===== src/common/asa_pkg.sv =====
`default_nettype none

package asa_pkg;

	// packet side field widths.
	localparam int packet_id_nbits = 6;       // also sets the read-count table depth.
	localparam int port_id_nbits = 4;
	localparam int buf_ptr_nbits = 10;
	localparam int packet_length_nbits = 14;
	localparam int read_count_nbits = 5;

	// log2 depths of the intake, latency and release FIFOs.
	localparam int intake_depth_bits = 4;
	localparam int latency_depth_bits = 5;
	localparam int release_depth_bits = 7;

	// back-pressure hysteresis on intake occupancy.
	localparam int bp_on_level = 10;
	localparam int bp_off_level = 6;

	typedef enum logic [1:0] {
		sweep_idle,
		sweep_clear,
		sweep_done
	} sweep_state_t;

endpackage

`default_nettype wire


===== src/source/sync_fifo.sv =====
`timescale 1ns/100ps
`default_nettype none

module sync_fifo #(
	parameter int width = 8,
	parameter int depth_bits = 4
) (
	input logic clk,
	input logic rst_n,
	input logic wr,
	input logic [width-1:0] din,
	input logic rd,
	output logic [width-1:0] dout,
	output logic empty,
	output logic [depth_bits:0] count
);

	logic [width-1:0] mem [2**depth_bits];
	logic [depth_bits-1:0] head;
	logic [depth_bits-1:0] tail;

	assign dout = mem[head]; // head entry shows without a read.
	assign empty = (count == '0);

	always_ff @(posedge clk) begin
		if (wr) begin
			mem[tail] <= din;
		end
	end

	always_ff @(posedge clk) begin
		if (!rst_n) begin
			head <= '0;
			tail <= '0;
			count <= '0;
		end else begin
			if (wr) begin
				tail <= tail + 1'b1;
			end
			if (rd) begin
				head <= head + 1'b1;
			end
			case ({wr, rd})
				2'b10: count <= count + 1'b1;
				2'b01: count <= count - 1'b1;
				default: count <= count;
			endcase
		end
	end

endmodule

`default_nettype wire


===== src/source/bm_release.sv =====
`timescale 1ns/100ps
`default_nettype none

module bm_release (
	input logic clk,
	input logic rst_n,
	input logic rel_push,
	input logic [asa_pkg::read_count_nbits-1:0] rel_count,
	input logic [asa_pkg::port_id_nbits-1:0] rel_port,
	input logic [asa_pkg::buf_ptr_nbits-1:0] rel_buf_ptr,
	input logic [asa_pkg::packet_length_nbits-1:0] rel_packet_length,
	input logic discard_req,
	input logic [asa_pkg::packet_length_nbits-1:0] discard_packet_length,
	input logic [asa_pkg::port_id_nbits-1:0] discard_src_port,
	input logic [asa_pkg::buf_ptr_nbits-1:0] discard_buf_ptr,
	output logic asa_bm_read_count_valid,
	output logic [asa_pkg::read_count_nbits-1:0] asa_bm_read_count,
	output logic [asa_pkg::packet_length_nbits-1:0] asa_bm_packet_length,
	output logic [asa_pkg::port_id_nbits-1:0] asa_bm_rc_port_id,
	output logic [asa_pkg::buf_ptr_nbits-1:0] asa_bm_buf_ptr
);
	import asa_pkg::*;

	logic [read_count_nbits+port_id_nbits+buf_ptr_nbits+packet_length_nbits-1:0] rel_din;
	logic [$bits(rel_din)-1:0] rel_dout;
	logic rel_empty;
	logic rel_rd;
	logic discard_d1;
	logic [packet_length_nbits-1:0] discard_packet_length_d1;
	logic [port_id_nbits-1:0] discard_src_port_d1;
	logic [buf_ptr_nbits-1:0] discard_buf_ptr_d1;

	assign rel_din = {rel_count, rel_port, rel_buf_ptr, rel_packet_length};

	sync_fifo #(
		.width($bits(rel_din)),
		.depth_bits(release_depth_bits)
	) u_release_fifo (
		.clk(clk),
		.rst_n(rst_n),
		.wr(rel_push),
		.din(rel_din),
		.rd(rel_rd),
		.dout(rel_dout),
		.empty(rel_empty),
		.count()
	);

	assign rel_rd = !discard_d1 && !rel_empty; // discards go first.

	always_ff @(posedge clk) begin
		discard_packet_length_d1 <= discard_packet_length;
		discard_src_port_d1 <= discard_src_port;
		discard_buf_ptr_d1 <= discard_buf_ptr;
		if (discard_d1) begin
			asa_bm_read_count <= '0;
			asa_bm_rc_port_id <= discard_src_port_d1;
			asa_bm_buf_ptr <= discard_buf_ptr_d1;
			asa_bm_packet_length <= discard_packet_length_d1;
		end else begin
			{asa_bm_read_count, asa_bm_rc_port_id, asa_bm_buf_ptr, asa_bm_packet_length} <=
				rel_dout;
		end
	end

	always_ff @(posedge clk) begin
		if (!rst_n) begin
			discard_d1 <= 1'b0;
			asa_bm_read_count_valid <= 1'b0;
		end else begin
			discard_d1 <= discard_req;
			asa_bm_read_count_valid <= discard_d1 || !rel_empty;
		end
	end

endmodule

`default_nettype wire


===== config.mk =====
export PLATFORM = sky130hd
export DESIGN_NAME = bm_release
export DESIGN_NICKNAME = d
export VERILOG_FILES = /design/src/common/asa_pkg.sv /design/src/source/sync_fifo.sv /design/src/source/bm_release.sv
export SDC_FILE = /design/constraint.sdc
export NUM_CORES = 2
export LEC_CHECK = 0
export BUFFER_PORTS_ARGS = -buffer_cell sky130_fd_sc_hd__buf_4
export CORE_MARGIN = 3
export CORE_UTILIZATION = 45
export DETAILED_ROUTE_END_ITERATION = 7
export HOLD_SLACK_MARGIN = 0.1
export MAX_ROUTING_LAYER = met4
export PLACE_DENSITY_LB_ADDON = 0.3
export SYNTH_ARGS = -nofsm -noshare
export SYNTH_HDL_FRONTEND = slang
export SYNTH_MEMORY_MAX_BITS = 65536
export SYNTH_SLANG_ARGS = --single-unit

===== constraint.sdc =====
create_clock -name clk -period 4.49 [get_ports clk]
set_clock_uncertainty 0.05 [all_clocks]
set_input_delay 0.898 -clock clk [delete_from_list [all_inputs] [get_ports clk]]
set_output_delay 0.898 -clock clk [all_outputs]
set_load 0.005 [all_outputs]

==> run summary <==
# clock sinks -> 4316
hold depth -> 2
Post-synth EDFFs -> 4224
Yosys cell types -> 77
switching power -> 0.02508 W
R2R setup slack -> 0.08 ns
cell family with most CP delay -> compound AO/OA/AOI/OAI gates
Synth Flop Type -> edfxtp_1
fraction of registers with async set/reset -> 0%
Port Buffers -> 98
adder-cell share of the synthesized area -> 0.03793%
Setup-failing EPs final -> 0
drt wl/cell -> 35.81 um
Hold Path End -> u_release_fifo.count[7]
Slew Limit Fails -> 0
net count after synthesis -> 7603
DRT antenna net count -> 0
area grow syn2layout -> 14.42%
CTS tree -> built
Yosys top cell by area -> edfxtp_1
Switching Share -> 25.73%
Synth top area share -> 76.90%
multi-input logic area -> 34530 sq um
Core Area -> 363600 sq um
root buf cell -> clkbuf_16
dpl ws -> 0.1225 ns
unrepaired setup endpoints after global routing -> false
Via density -> 6.356
main combinational cell family by area after synthesis -> multiplexers
top cells by count, synth -> edfxtp_1, mux4_2, mux2i_1
path depth of the worst reg2reg path -> 7
top post-synthesis cells by area -> edfxtp_1, mux4_2, mux2i_1, dfxtp_1, mux4_1
Tcrit/Tclk final -> 98.24%
slowest cell on the critical path -> a221oi_1
crit path kind -> reg2reg
Max Buffers Root-to-Sink -> 4
Post-Synth Simple-Gate Area -> 1.809%
XOR/XNOR Fraction of Synth Area -> 0.09558%
Required @ worst endpoint -> 5.26 ns
Initial Utilization -> 45.36%
worst path bufs/invs -> 2
GP Congestion -> 0.8567
Min Clock Period, post-route -> 4.411 ns
Post-DP Area -> 174400 sq um
worst skew pair latency -> 0.98 ns
Cell Int Power -> 0.07240 W
logic gate share of total power -> 17.3%
Register Area -> 128700 sq um
Arr. time, crit path -> 5.18 ns
post-cts sizing count -> 0
overall die width -> 611.4 um
count of final hold-check violations -> 0
maxcap violations -> 0
Startpoint Class -> flip-flop
synthesized area per cell -> 21.90 sq um
Syn Inst Count -> 7533
dpl hpwl -> 276700 um
first-pass GRT wire length -> 663300 um
outcome -> finished clean
filler instances -> 27.83k
Seq pwr share -> 46.2%
vias in the first global route -> 83.43k
FP Rows -> 221
worst relative slew slack -> 4.404%
H-tree Lvls -> 5
post-synthesis register bit count -> 4316
Max Clock Freq -> 226.7 MHz
Die ar. -> 373900 sq um
TNS Setup -> 0 ns
pin count of the biggest net entering global routing -> 129
worst slew pin tran -> 1.434 ns
LEAKAGE -> 58.13 nW
post-synthesis compound-gate area fraction -> 3.378%
GRT Util Overall -> 26.10%
hold wc startpoint -> rst_n
grt ovf -> 0
total routed wirelength -> 477300 um
PwrDens -> 516.5 nW/um^2
post-layout net count -> 8200
critical path peak fanout -> 62
clk slew on worst S/H paths -> 0.06 ns
Peak VDD IR -> 0.3875 mV
critical path's most frequent cell -> buf_12
number of I/O pins -> 99
Synth Warn # -> 0
share of post-route cells with drive strength above 1 -> 26.09%
initial antenna violation count -> 56
drc violations -> 0
die height -> 611.4 um
Num CTS Buffers -> 432
setup ws final -> 0.07917 ns
clock power share -> 36.4%
design area -> 188700 sq um
top-count cell post-synth -> edfxtp_1
1st-iter DRT viols -> 13.06k
via count -> 84.71k
FF-to-FF End -> asa_bm_read_count[3]
DRT Pass-1 Iters -> 6
synthesized area -> 164900 sq um
Hold Crit Class -> in2reg
portion of netlist area occupied by mux cells -> 14.96%
post-synthesis sequential area ratio -> 78.01%
slowest cell delay on critical path -> 0.94 ns
Crit. End Element -> flip-flop
worst path cell trace -> buf_12 -> buf_12 -> mux4_2 -> o21ai_0 -> nand4_1 -> a221oi_1 -> nor3_1
==> through the flow <==
stage                     util (%)  hold slack [ns]  std cells  total power [W]
after floorplan                  -           0.3534       7533          0.05727
after global placement       47.97           0.4583      12460          0.06271
after detailed placement     47.97           0.4631      12460          0.06287
after CTS                    51.87           0.1649      13280          0.09797
after global routing         51.90           0.2110      13320           0.1004
final                        51.90           0.2108      13330          0.09748
==> layout by cell type, fill, tap and decap left out, types with 27 or more instances in the layout <==
master,n
mux4_2,849
nand3_1,46
diode_2,44
o21ai_0,72
dfxtp_1,85
o211ai_1,38
a211oi_1,28
mux4_1,50
dlygate4sd3_1,29
a21oi_1,117
clkinv_2,73
clkbuf_16,436
mux2i_1,394
buf_12,78
nor2_1,71
a31oi_1,28
o221ai_1,86
a22oi_1,112
o22ai_1,128
nand2_1,220
edfxtp_1,4224
buf_4,481
nor2_4,122
nor3_1,39
clkbuf_1,89
mux2_2,27
bufinv_16,36
clkinv_1,98
a221oi_1,57
==> state kept, by name (all words and copies together), names as in the netlist, named ones only <==
| signal | count |
|---|---|
| asa_bm_rc_port_id | 4 |
| discard_d1 | 1 |
| u_release_fifo.tail | 7 |
| asa_bm_read_count | 5 |
| discard_src_port_d1 | 4 |
| asa_bm_read_count_valid | 1 |
| u_release_fifo.mem | 4224 |
| asa_bm_buf_ptr | 10 |
| u_release_fifo.head | 7 |
| discard_buf_ptr_d1 | 10 |
| u_release_fifo.count | 8 |
| asa_bm_packet_length | 14 |
| discard_packet_length_d1 | 14 |
==> how the worst max path moves through the flow <==
stage,slack (ns),depth (start not counted),start,to
detailed placement,0.12,7,flip-flop,asa_bm_read_count[3]
CTS,0.09,8,flip-flop,asa_bm_rc_port_id[2]
floorplan,0.15,3,rel_push,u_release_fifo.mem[100][0]
global placement,0.12,8,flip-flop,asa_bm_rc_port_id[2]
global route,0.06,8,flip-flop,asa_bm_rc_port_id[2]
finish,0.08,7,flip-flop,asa_bm_read_count[3]
==> metal layers <==
metal / GRT usage (%) / routed length (um) / vias up
li1: - / - / 33290
met1: 35.42 / 181800 / 45420
met2: 39.70 / 225600 / 5279
met3: 5.718 / 53130 / 732
met4: 8.213 / 16860 / 0
met5: - / 0 / -
==> kinds of logic after synthesis <==
kind of cell               count (synthesis)
adders and majority gates                  5
muxes                                   1320
and+or+nand+nor                          656
DFF                                     4316
xor gates and xnor gates                  18
buffers and inverters                    433
AOI/OAI and AO/OA                        785
==> power groups by stage <==
stage                     Clock, W  Combinational [W]  Sequential [W]
after floorplan                  0             0.0119          0.0454
after global placement           0             0.0168          0.0459
after detailed placement         0             0.0170          0.0459
after CTS                   0.0359             0.0170          0.0451
after global routing        0.0375             0.0178          0.0450
final                       0.0355             0.0169          0.0451
==> layout make-up <==
class                           instances  share of cell area, %
Antenna cell                           44                0.05834
Clock buffer                          542                  6.082
Clock inverter                        252                  1.273
Inverter                                7                0.01790
Multi-Input combinational cell       2784                  18.29
Sequential cell                      4316                  68.20
Tap cell                             4794                  3.178
Timing Repair Buffer                  589                  2.898
==> repair_timing <==
item                                   4_1_cts  5_1_grt
hold buffers                                29        0
endpoints found under the hold margin       29        0
setup buffers                                0        0
Note: power is estimated with default switching activity, not from simulation.
