File: src/common/asa_pkg.sv
`default_nettype none

package asa_pkg;

	// packet side field widths.
	localparam int packet_id_nbits = 6;       // also sets the read-count table depth.
	localparam int port_id_nbits = 4;
	localparam int buf_ptr_nbits = 10;
	localparam int packet_length_nbits = 14;
	localparam int read_count_nbits = 5;

	// log2 depths of the intake, latency and release FIFOs.
	localparam int intake_depth_bits = 4;
	localparam int latency_depth_bits = 5;
	localparam int release_depth_bits = 7;

	// back-pressure hysteresis on intake occupancy.
	localparam int bp_on_level = 10;
	localparam int bp_off_level = 6;

	typedef enum logic [1:0] {
		sweep_idle,
		sweep_clear,
		sweep_done
	} sweep_state_t;

endpackage

`default_nettype wire

File: src/common/tm_pkg.sv
`default_nettype none

package tm_pkg;

	// queue hierarchy, from first level queue down to port queue.
	localparam int first_lvl_qid_nbits = 8;
	localparam int conn_id_nbits = 6;
	localparam int conn_group_id_nbits = 5;
	localparam int port_queue_id_nbits = 3;

	// which side dropped a copy.
	typedef enum logic [1:0] {
		keep,
		drop_rep,
		drop_tm
	} drop_src_t;

endpackage

`default_nettype wire

File: src/read_count/read_count_tracker.sv
`timescale 1ns/100ps
`default_nettype none

module read_count_tracker (
	input logic clk,
	input logic rst_n,
	input logic ack_copy,
	input logic [asa_pkg::packet_id_nbits-1:0] copy_packet_id,
	input logic [tm_pkg::first_lvl_qid_nbits-1:0] copy_qid,
	input logic [asa_pkg::port_id_nbits-1:0] copy_src_port,
	input logic [asa_pkg::buf_ptr_nbits-1:0] copy_buf_ptr,
	input logic [asa_pkg::packet_length_nbits-1:0] copy_packet_length,
	input logic copy_final,
	input tm_pkg::drop_src_t copy_drop,
	input logic [tm_pkg::conn_id_nbits-1:0] copy_conn_id,
	input logic [tm_pkg::conn_group_id_nbits-1:0] copy_conn_group_id,
	input logic [tm_pkg::port_queue_id_nbits-1:0] copy_port_queue_id,
	input logic [asa_pkg::port_id_nbits-1:0] copy_dst_port,
	output logic sweep_busy,
	output logic asa_tm_enq_req,
	output logic [tm_pkg::first_lvl_qid_nbits-1:0] asa_tm_enq_qid,
	output logic [tm_pkg::conn_id_nbits-1:0] asa_tm_enq_conn_id,
	output logic [tm_pkg::conn_group_id_nbits-1:0] asa_tm_enq_conn_group_id,
	output logic [tm_pkg::port_queue_id_nbits-1:0] asa_tm_enq_port_queue_id,
	output logic [asa_pkg::port_id_nbits-1:0] asa_tm_enq_src_port,
	output logic [asa_pkg::port_id_nbits-1:0] asa_tm_enq_dst_port,
	output logic [asa_pkg::buf_ptr_nbits-1:0] asa_tm_enq_buf_ptr,
	output logic [asa_pkg::packet_length_nbits-1:0] asa_tm_enq_packet_length,
	output logic rel_push,
	output logic [asa_pkg::read_count_nbits-1:0] rel_count,
	output logic [asa_pkg::port_id_nbits-1:0] rel_port,
	output logic [asa_pkg::buf_ptr_nbits-1:0] rel_buf_ptr,
	output logic [asa_pkg::packet_length_nbits-1:0] rel_packet_length
);
	import asa_pkg::*;
	import tm_pkg::*;

	logic [read_count_nbits-1:0] rc_table [2**packet_id_nbits];
	sweep_state_t sweep_state;
	logic [packet_id_nbits-1:0] sweep_addr;

	// stage 1, one cycle after the table read.
	logic s1_valid;
	logic s1_final;
	drop_src_t s1_drop;
	logic [packet_id_nbits-1:0] s1_id;
	logic [read_count_nbits-1:0] s1_rdata;
	logic [first_lvl_qid_nbits-1:0] s1_qid;
	logic [conn_id_nbits-1:0] s1_conn_id;
	logic [conn_group_id_nbits-1:0] s1_conn_group_id;
	logic [port_queue_id_nbits-1:0] s1_port_queue_id;
	logic [port_id_nbits-1:0] s1_src_port;
	logic [port_id_nbits-1:0] s1_dst_port;
	logic [buf_ptr_nbits-1:0] s1_buf_ptr;
	logic [packet_length_nbits-1:0] s1_packet_length;

	// write port is registered, so two writes can still be in flight.
	logic w1_wr;
	logic w2_wr;
	logic [packet_id_nbits-1:0] w1_addr;
	logic [packet_id_nbits-1:0] w2_addr;
	logic [read_count_nbits-1:0] w1_data;
	logic [read_count_nbits-1:0] w2_data;
	logic [read_count_nbits-1:0] prev_count;
	logic [read_count_nbits-1:0] new_count;

	always_ff @(posedge clk) begin
		if (!rst_n) begin
			sweep_state <= sweep_idle;
			sweep_addr <= '0;
		end else begin
			case (sweep_state)
				sweep_idle: sweep_state <= sweep_clear;
				sweep_clear: begin
					sweep_addr <= sweep_addr + 1'b1;
					if (&sweep_addr) begin
						sweep_state <= sweep_done;
					end
				end
				default: sweep_state <= sweep_done;
			endcase
		end
	end

	assign sweep_busy = (sweep_state != sweep_done);

	always_ff @(posedge clk) begin
		if (sweep_state == sweep_clear) begin
			rc_table[sweep_addr] <= '0;
		end else if (w1_wr) begin
			rc_table[w1_addr] <= w1_data;
		end
	end

	always_ff @(posedge clk) begin
		s1_id <= copy_packet_id;
		s1_rdata <= rc_table[copy_packet_id];
		s1_final <= copy_final;
		s1_drop <= copy_drop;
		s1_qid <= copy_qid;
		s1_conn_id <= copy_conn_id;
		s1_conn_group_id <= copy_conn_group_id;
		s1_port_queue_id <= copy_port_queue_id;
		s1_src_port <= copy_src_port;
		s1_dst_port <= copy_dst_port;
		s1_buf_ptr <= copy_buf_ptr;
		s1_packet_length <= copy_packet_length;
	end

	// newest write wins.
	assign prev_count = (w1_wr && w1_addr == s1_id) ? w1_data :
		(w2_wr && w2_addr == s1_id) ? w2_data : s1_rdata;
	assign new_count = prev_count + ((s1_drop == keep) ? 1'b1 : 1'b0);

	always_ff @(posedge clk) begin
		w1_addr <= s1_id;
		w1_data <= s1_final ? '0 : new_count; // next packet on this id starts at zero.
		w2_addr <= w1_addr;
		w2_data <= w1_data;
		asa_tm_enq_qid <= s1_qid;
		asa_tm_enq_conn_id <= s1_conn_id;
		asa_tm_enq_conn_group_id <= s1_conn_group_id;
		asa_tm_enq_port_queue_id <= s1_port_queue_id;
		asa_tm_enq_src_port <= s1_src_port;
		asa_tm_enq_dst_port <= s1_dst_port;
		asa_tm_enq_buf_ptr <= s1_buf_ptr;
		asa_tm_enq_packet_length <= s1_packet_length;
		rel_count <= new_count;
		rel_port <= s1_src_port;
		rel_buf_ptr <= s1_buf_ptr;
		rel_packet_length <= s1_packet_length;
	end

	always_ff @(posedge clk) begin
		if (!rst_n) begin
			s1_valid <= 1'b0;
			w1_wr <= 1'b0;
			w2_wr <= 1'b0;
			asa_tm_enq_req <= 1'b0;
			rel_push <= 1'b0;
		end else begin
			s1_valid <= ack_copy;
			w1_wr <= s1_valid;
			w2_wr <= w1_wr;
			asa_tm_enq_req <= s1_valid && s1_drop == keep;
			rel_push <= s1_valid && s1_final;
		end
	end

endmodule

`default_nettype wire

File: config.mk
export PLATFORM = sky130hd
export DESIGN_NAME = read_count_tracker
export DESIGN_NICKNAME = d
export VERILOG_FILES = /design/src/common/asa_pkg.sv /design/src/common/tm_pkg.sv /design/src/read_count/read_count_tracker.sv
export SDC_FILE = /design/constraint.sdc
export NUM_CORES = 1
export LEC_CHECK = 0
export BUFFER_PORTS_ARGS = -buffer_cell sky130_fd_sc_hd__buf_2
export CAP_MARGIN = 20
export CORE_MARGIN = 2
export CORE_UTILIZATION = 47
export DETAILED_ROUTE_END_ITERATION = 6
export PLACE_DENSITY = 0.66
export SLEW_MARGIN = 20
export SYNTH_ARGS = -nofsm -noshare
export SYNTH_HDL_FRONTEND = slang
export SYNTH_SLANG_ARGS = --single-unit
File: constraint.sdc
create_clock -name clk -period 7 [get_ports clk]
set_clock_uncertainty 0.15 [all_clocks]
set_input_delay 1.4 -clock clk [delete_from_list [all_inputs] [get_ports clk]]
set_output_delay 1.4 -clock clk [all_outputs]
set_load 0.05 [all_outputs]
==> impl_metrics.yaml <==
clock_network:
  htreeDepth: 2
  postCtsSetupRepairBufs: 0
  cts_hold_buf: 0
  cts_tree: "yes"
  cts-resized-gates: 0
  cts_sinks: 482
  clockRootBuffer: "clkbuf_16"
  clockBufferDepth: 3
  cts.clk_slew.worst_paths_ps: 60
  clkLatencyLatePin_ps: 560
  numCtsBuffers: 49
worst_setup_path:
  worstSetupStartpoint: "copy_packet_id[1]"
  arrival_ps: 3840
  regToRegEndpoint: "rc_table[34][3]"
  r2r_setup_slack_ps: 3670
  reg2reg_from: "sweep_state[1]"
  reg2regPathDepth: 5
  end_kind: "flop"
  path_max_fanout: 35
  endpoint: "s1_rdata[0]"
  crit_required_ps: 7290
  worst-setup-path-type: "in -> reg"
  startpoint_type: "primary input"
global_routing:
  grt_first_pass_wirelength_mm: 51.8
  grt_pass1_vias: 8658
  grt.total_usage: 0.191
  grt_overflow_total: 0
  grt_max_degree: 65
  antenna_found_initial: 0
die:
  die-height_um: 193
  dieArea_um2: 37300
  core_um2: 35400
  pin_count: 156
  fp-row-count: 69
  dieWidth_um: 193
  initial_utilization: 0.474
outcome:
  status: "finished, final reports clean"
sta:
  grt_setup_unrepaired: "false"
  finalWorstSetupSlack_ps: 3450
  hold_viol: 0
  tightest_slew_ps: 759
  fmax_ghz: 0.282
  fin_crit_ps: 3550
  setup_viol: 0
  slew_headroom: 0.492
  min_period_over_period: 0.507
  whs_ps: 174
  setup_tns_ps: 0
  slew_viol_final: 0
placed_design:
  gp_congestion: 0.801
  dpl_cell_area_um2: 17800
  port_buffers: 155
  dp_hpwl_mm: 21.5
  dp_slack_ps: 2620
drt:
  first_pass_iters: 5
  routed_wl_mm: 34.6
  via_count: 8458
  ant_nets: 0
  drc_errors: 0
  wl_per_cell_um: 22.3
  viasPerCell: 5.46
  first_iter_violations: 776
power:
  peakVddDrop_mv: 0.286
  powerDensity_nw_per_um2: 310
  leakagePower_nw: 6.67
cells_and_area:
  multiInputGateArea_um2: 3560
  syn_to_final_growth_pct: 16.1
  drive_gt1_frac: 0.315
  nets: 1119
  regArea_um2: 12900
  antenna_cells: 0
  design_area_um2: 19500
  fillers: 2748
  fin_util: 0.551
logic_synthesis:
  netlist_area_um2: 16800
  ys_seq_elements: 482
  async_flop_share: 0
  synth_sequential_area_ratio: 0.765
  yosysWarnings: 0
  synth_edf_count: 320
  syn-num-nets: 967
  synthCells: 898
  syn_avg_cell_area_um2: 18.7
  synth_top_flop_cell: "edfxtp_1"
  yosysUniqueCellTypes: 42
flow_run:
  max_cap_violations: 0
worst_hold_path:
  hold_path.class: "reg -> reg"
==> cell type report <==
| class | count | area share |
|---|---|---|
| flip-flops and latches | 482 | 0.659 |
| multi-input cells | 352 | 0.183 |
| clock buffers | 63 | 0.0709 |
| repair buffers | 162 | 0.0437 |
| well taps | 461 | 0.0296 |
| clock inverters | 27 | 0.0129 |
| inverters | 3 | 0.000578 |
==> routing by layer <==
| layer | up-vias | track usage | share of wire |
|---|---|---|---|
| met3 | 69 | 0.0501 | 0.078 |
| li1 | 3749 | - | - |
| met5 | - | 0 | 0 |
| met4 | 0 | 0.0635 | 0.029 |
| met1 | 4285 | 0.253 | 0.42 |
| met2 | 355 | 0.308 | 0.48 |
==> power breakdown <==
part           total (W)  switching (W)  leakage [nW]  internal, W
Combinational   0.000350       0.000232          1.68     0.000118
Sequential       0.00310      0.0000297          4.18      0.00307
Clock            0.00260        0.00105         0.812      0.00155
==> metrics by stage <==
stage | std cells | total power, W
CTS | 1549 | 0.00610
floorplan | 898 | 0.00342
global placement | 1459 | 0.00351
finish | 1550 | 0.00605
global route | 1550 | 0.00624
detailed placement | 1459 | 0.00351
==> flip-flops by register name (all words and copies together), names as in the netlist, 8 cells and up <==
signal and cells:
rc_table 320, rel_packet_length 14, s1_buf_ptr 10, asa_tm_enq_qid 8, rel_buf_ptr 10, s1_qid 8
s1_packet_length 14
==> worst min path at each step <==
stage	slack, ps	depth (start not counted)	end	start
after floorplan	160	0	asa_tm_enq_conn_group_id[0]	s1_conn_group_id[0]
after global placement	160	0	rel_packet_length[9]	s1_packet_length[9]
after detailed placement	160	0	asa_tm_enq_qid[5]	s1_qid[5]
after CTS	170	0	asa_tm_enq_dst_port[3]	s1_dst_port[3]
after global routing	180	0	asa_tm_enq_conn_id[4]	s1_conn_id[4]
final	170	0	asa_tm_enq_conn_id[4]	s1_conn_id[4]
==> synthesized netlist by cell type, types with 2 or more instances <==
| library cell | n | area [µm²] |
|---|---|---|
| a211oi_1 | 5 | 37.5 |
| a21oi_1 | 10 | 50.1 |
| a22oi_1 | 14 | 105 |
| a31o_2 | 2 | 17.5 |
| a31oi_1 | 6 | 37.5 |
| and2_1 | 13 | 81.3 |
| and3_1 | 8 | 50.1 |
| buf_1 | 3 | 11.3 |
| buf_2 | 11 | 55.1 |
| buf_4 | 31 | 233 |
| buf_6 | 4 | 45.0 |
| clkbuf_1 | 12 | 45.0 |
| dfxtp_1 | 162 | 3240 |
| edfxtp_1 | 320 | 9610 |
| ha_1 | 3 | 37.5 |
| inv_1 | 3 | 11.3 |
| mux2i_1 | 4 | 40.0 |
| mux4_2 | 92 | 2070 |
| nand2_1 | 32 | 120 |
| nand2b_1 | 5 | 31.3 |
| nand3_1 | 14 | 70.1 |
| nand4_1 | 6 | 37.5 |
| nor2_1 | 70 | 263 |
| nor2b_1 | 15 | 93.8 |
| nor3_1 | 3 | 15.0 |
| o21a_1 | 4 | 30.0 |
| o21ai_0 | 9 | 45.0 |
| o31ai_1 | 3 | 22.5 |
| or3_1 | 4 | 25.0 |
| xnor2_1 | 18 | 158 |
==> critical path, stage by stage <==
cell	delay [ps]
buf_4	330
buf_16	300
buf_4	430
mux4_2	560
mux4_2	540
mux2i_1	160
a21oi_1	80
==> cells by family after synthesis <==
logic type,count (synthesis),share of synthesized area
flops,482,0.765
simple gates,175,0.0492
mux,97,0.126
buf+inv,64,0.0238
compound gates,58,0.0230
xor+xnor,19,0.00991
fa+ha+maj,3,0.00224
==> layout by cell type (no fill, tap or decap), types with 5 or more instances in the layout <==
cell type,netlist,layout
and3_4,0,5
buf_4,31,7
clkbuf_1,12,7
a31oi_1,6,6
a21oi_1,10,10
and2_1,13,13
nand4_1,6,6
clkinv_2,0,12
nand3_1,14,14
nand2b_1,5,5
nor2b_1,15,15
mux4_2,92,92
edfxtp_1,320,320
a22oi_1,14,14
nor2_1,70,70
o21ai_0,9,9
xnor2_1,18,18
a211oi_1,5,5
clkbuf_16,0,52
dfxtp_1,162,162
nand2_1,32,32
buf_2,11,154
No activity file was read; power rests on OpenSTA's default activity.
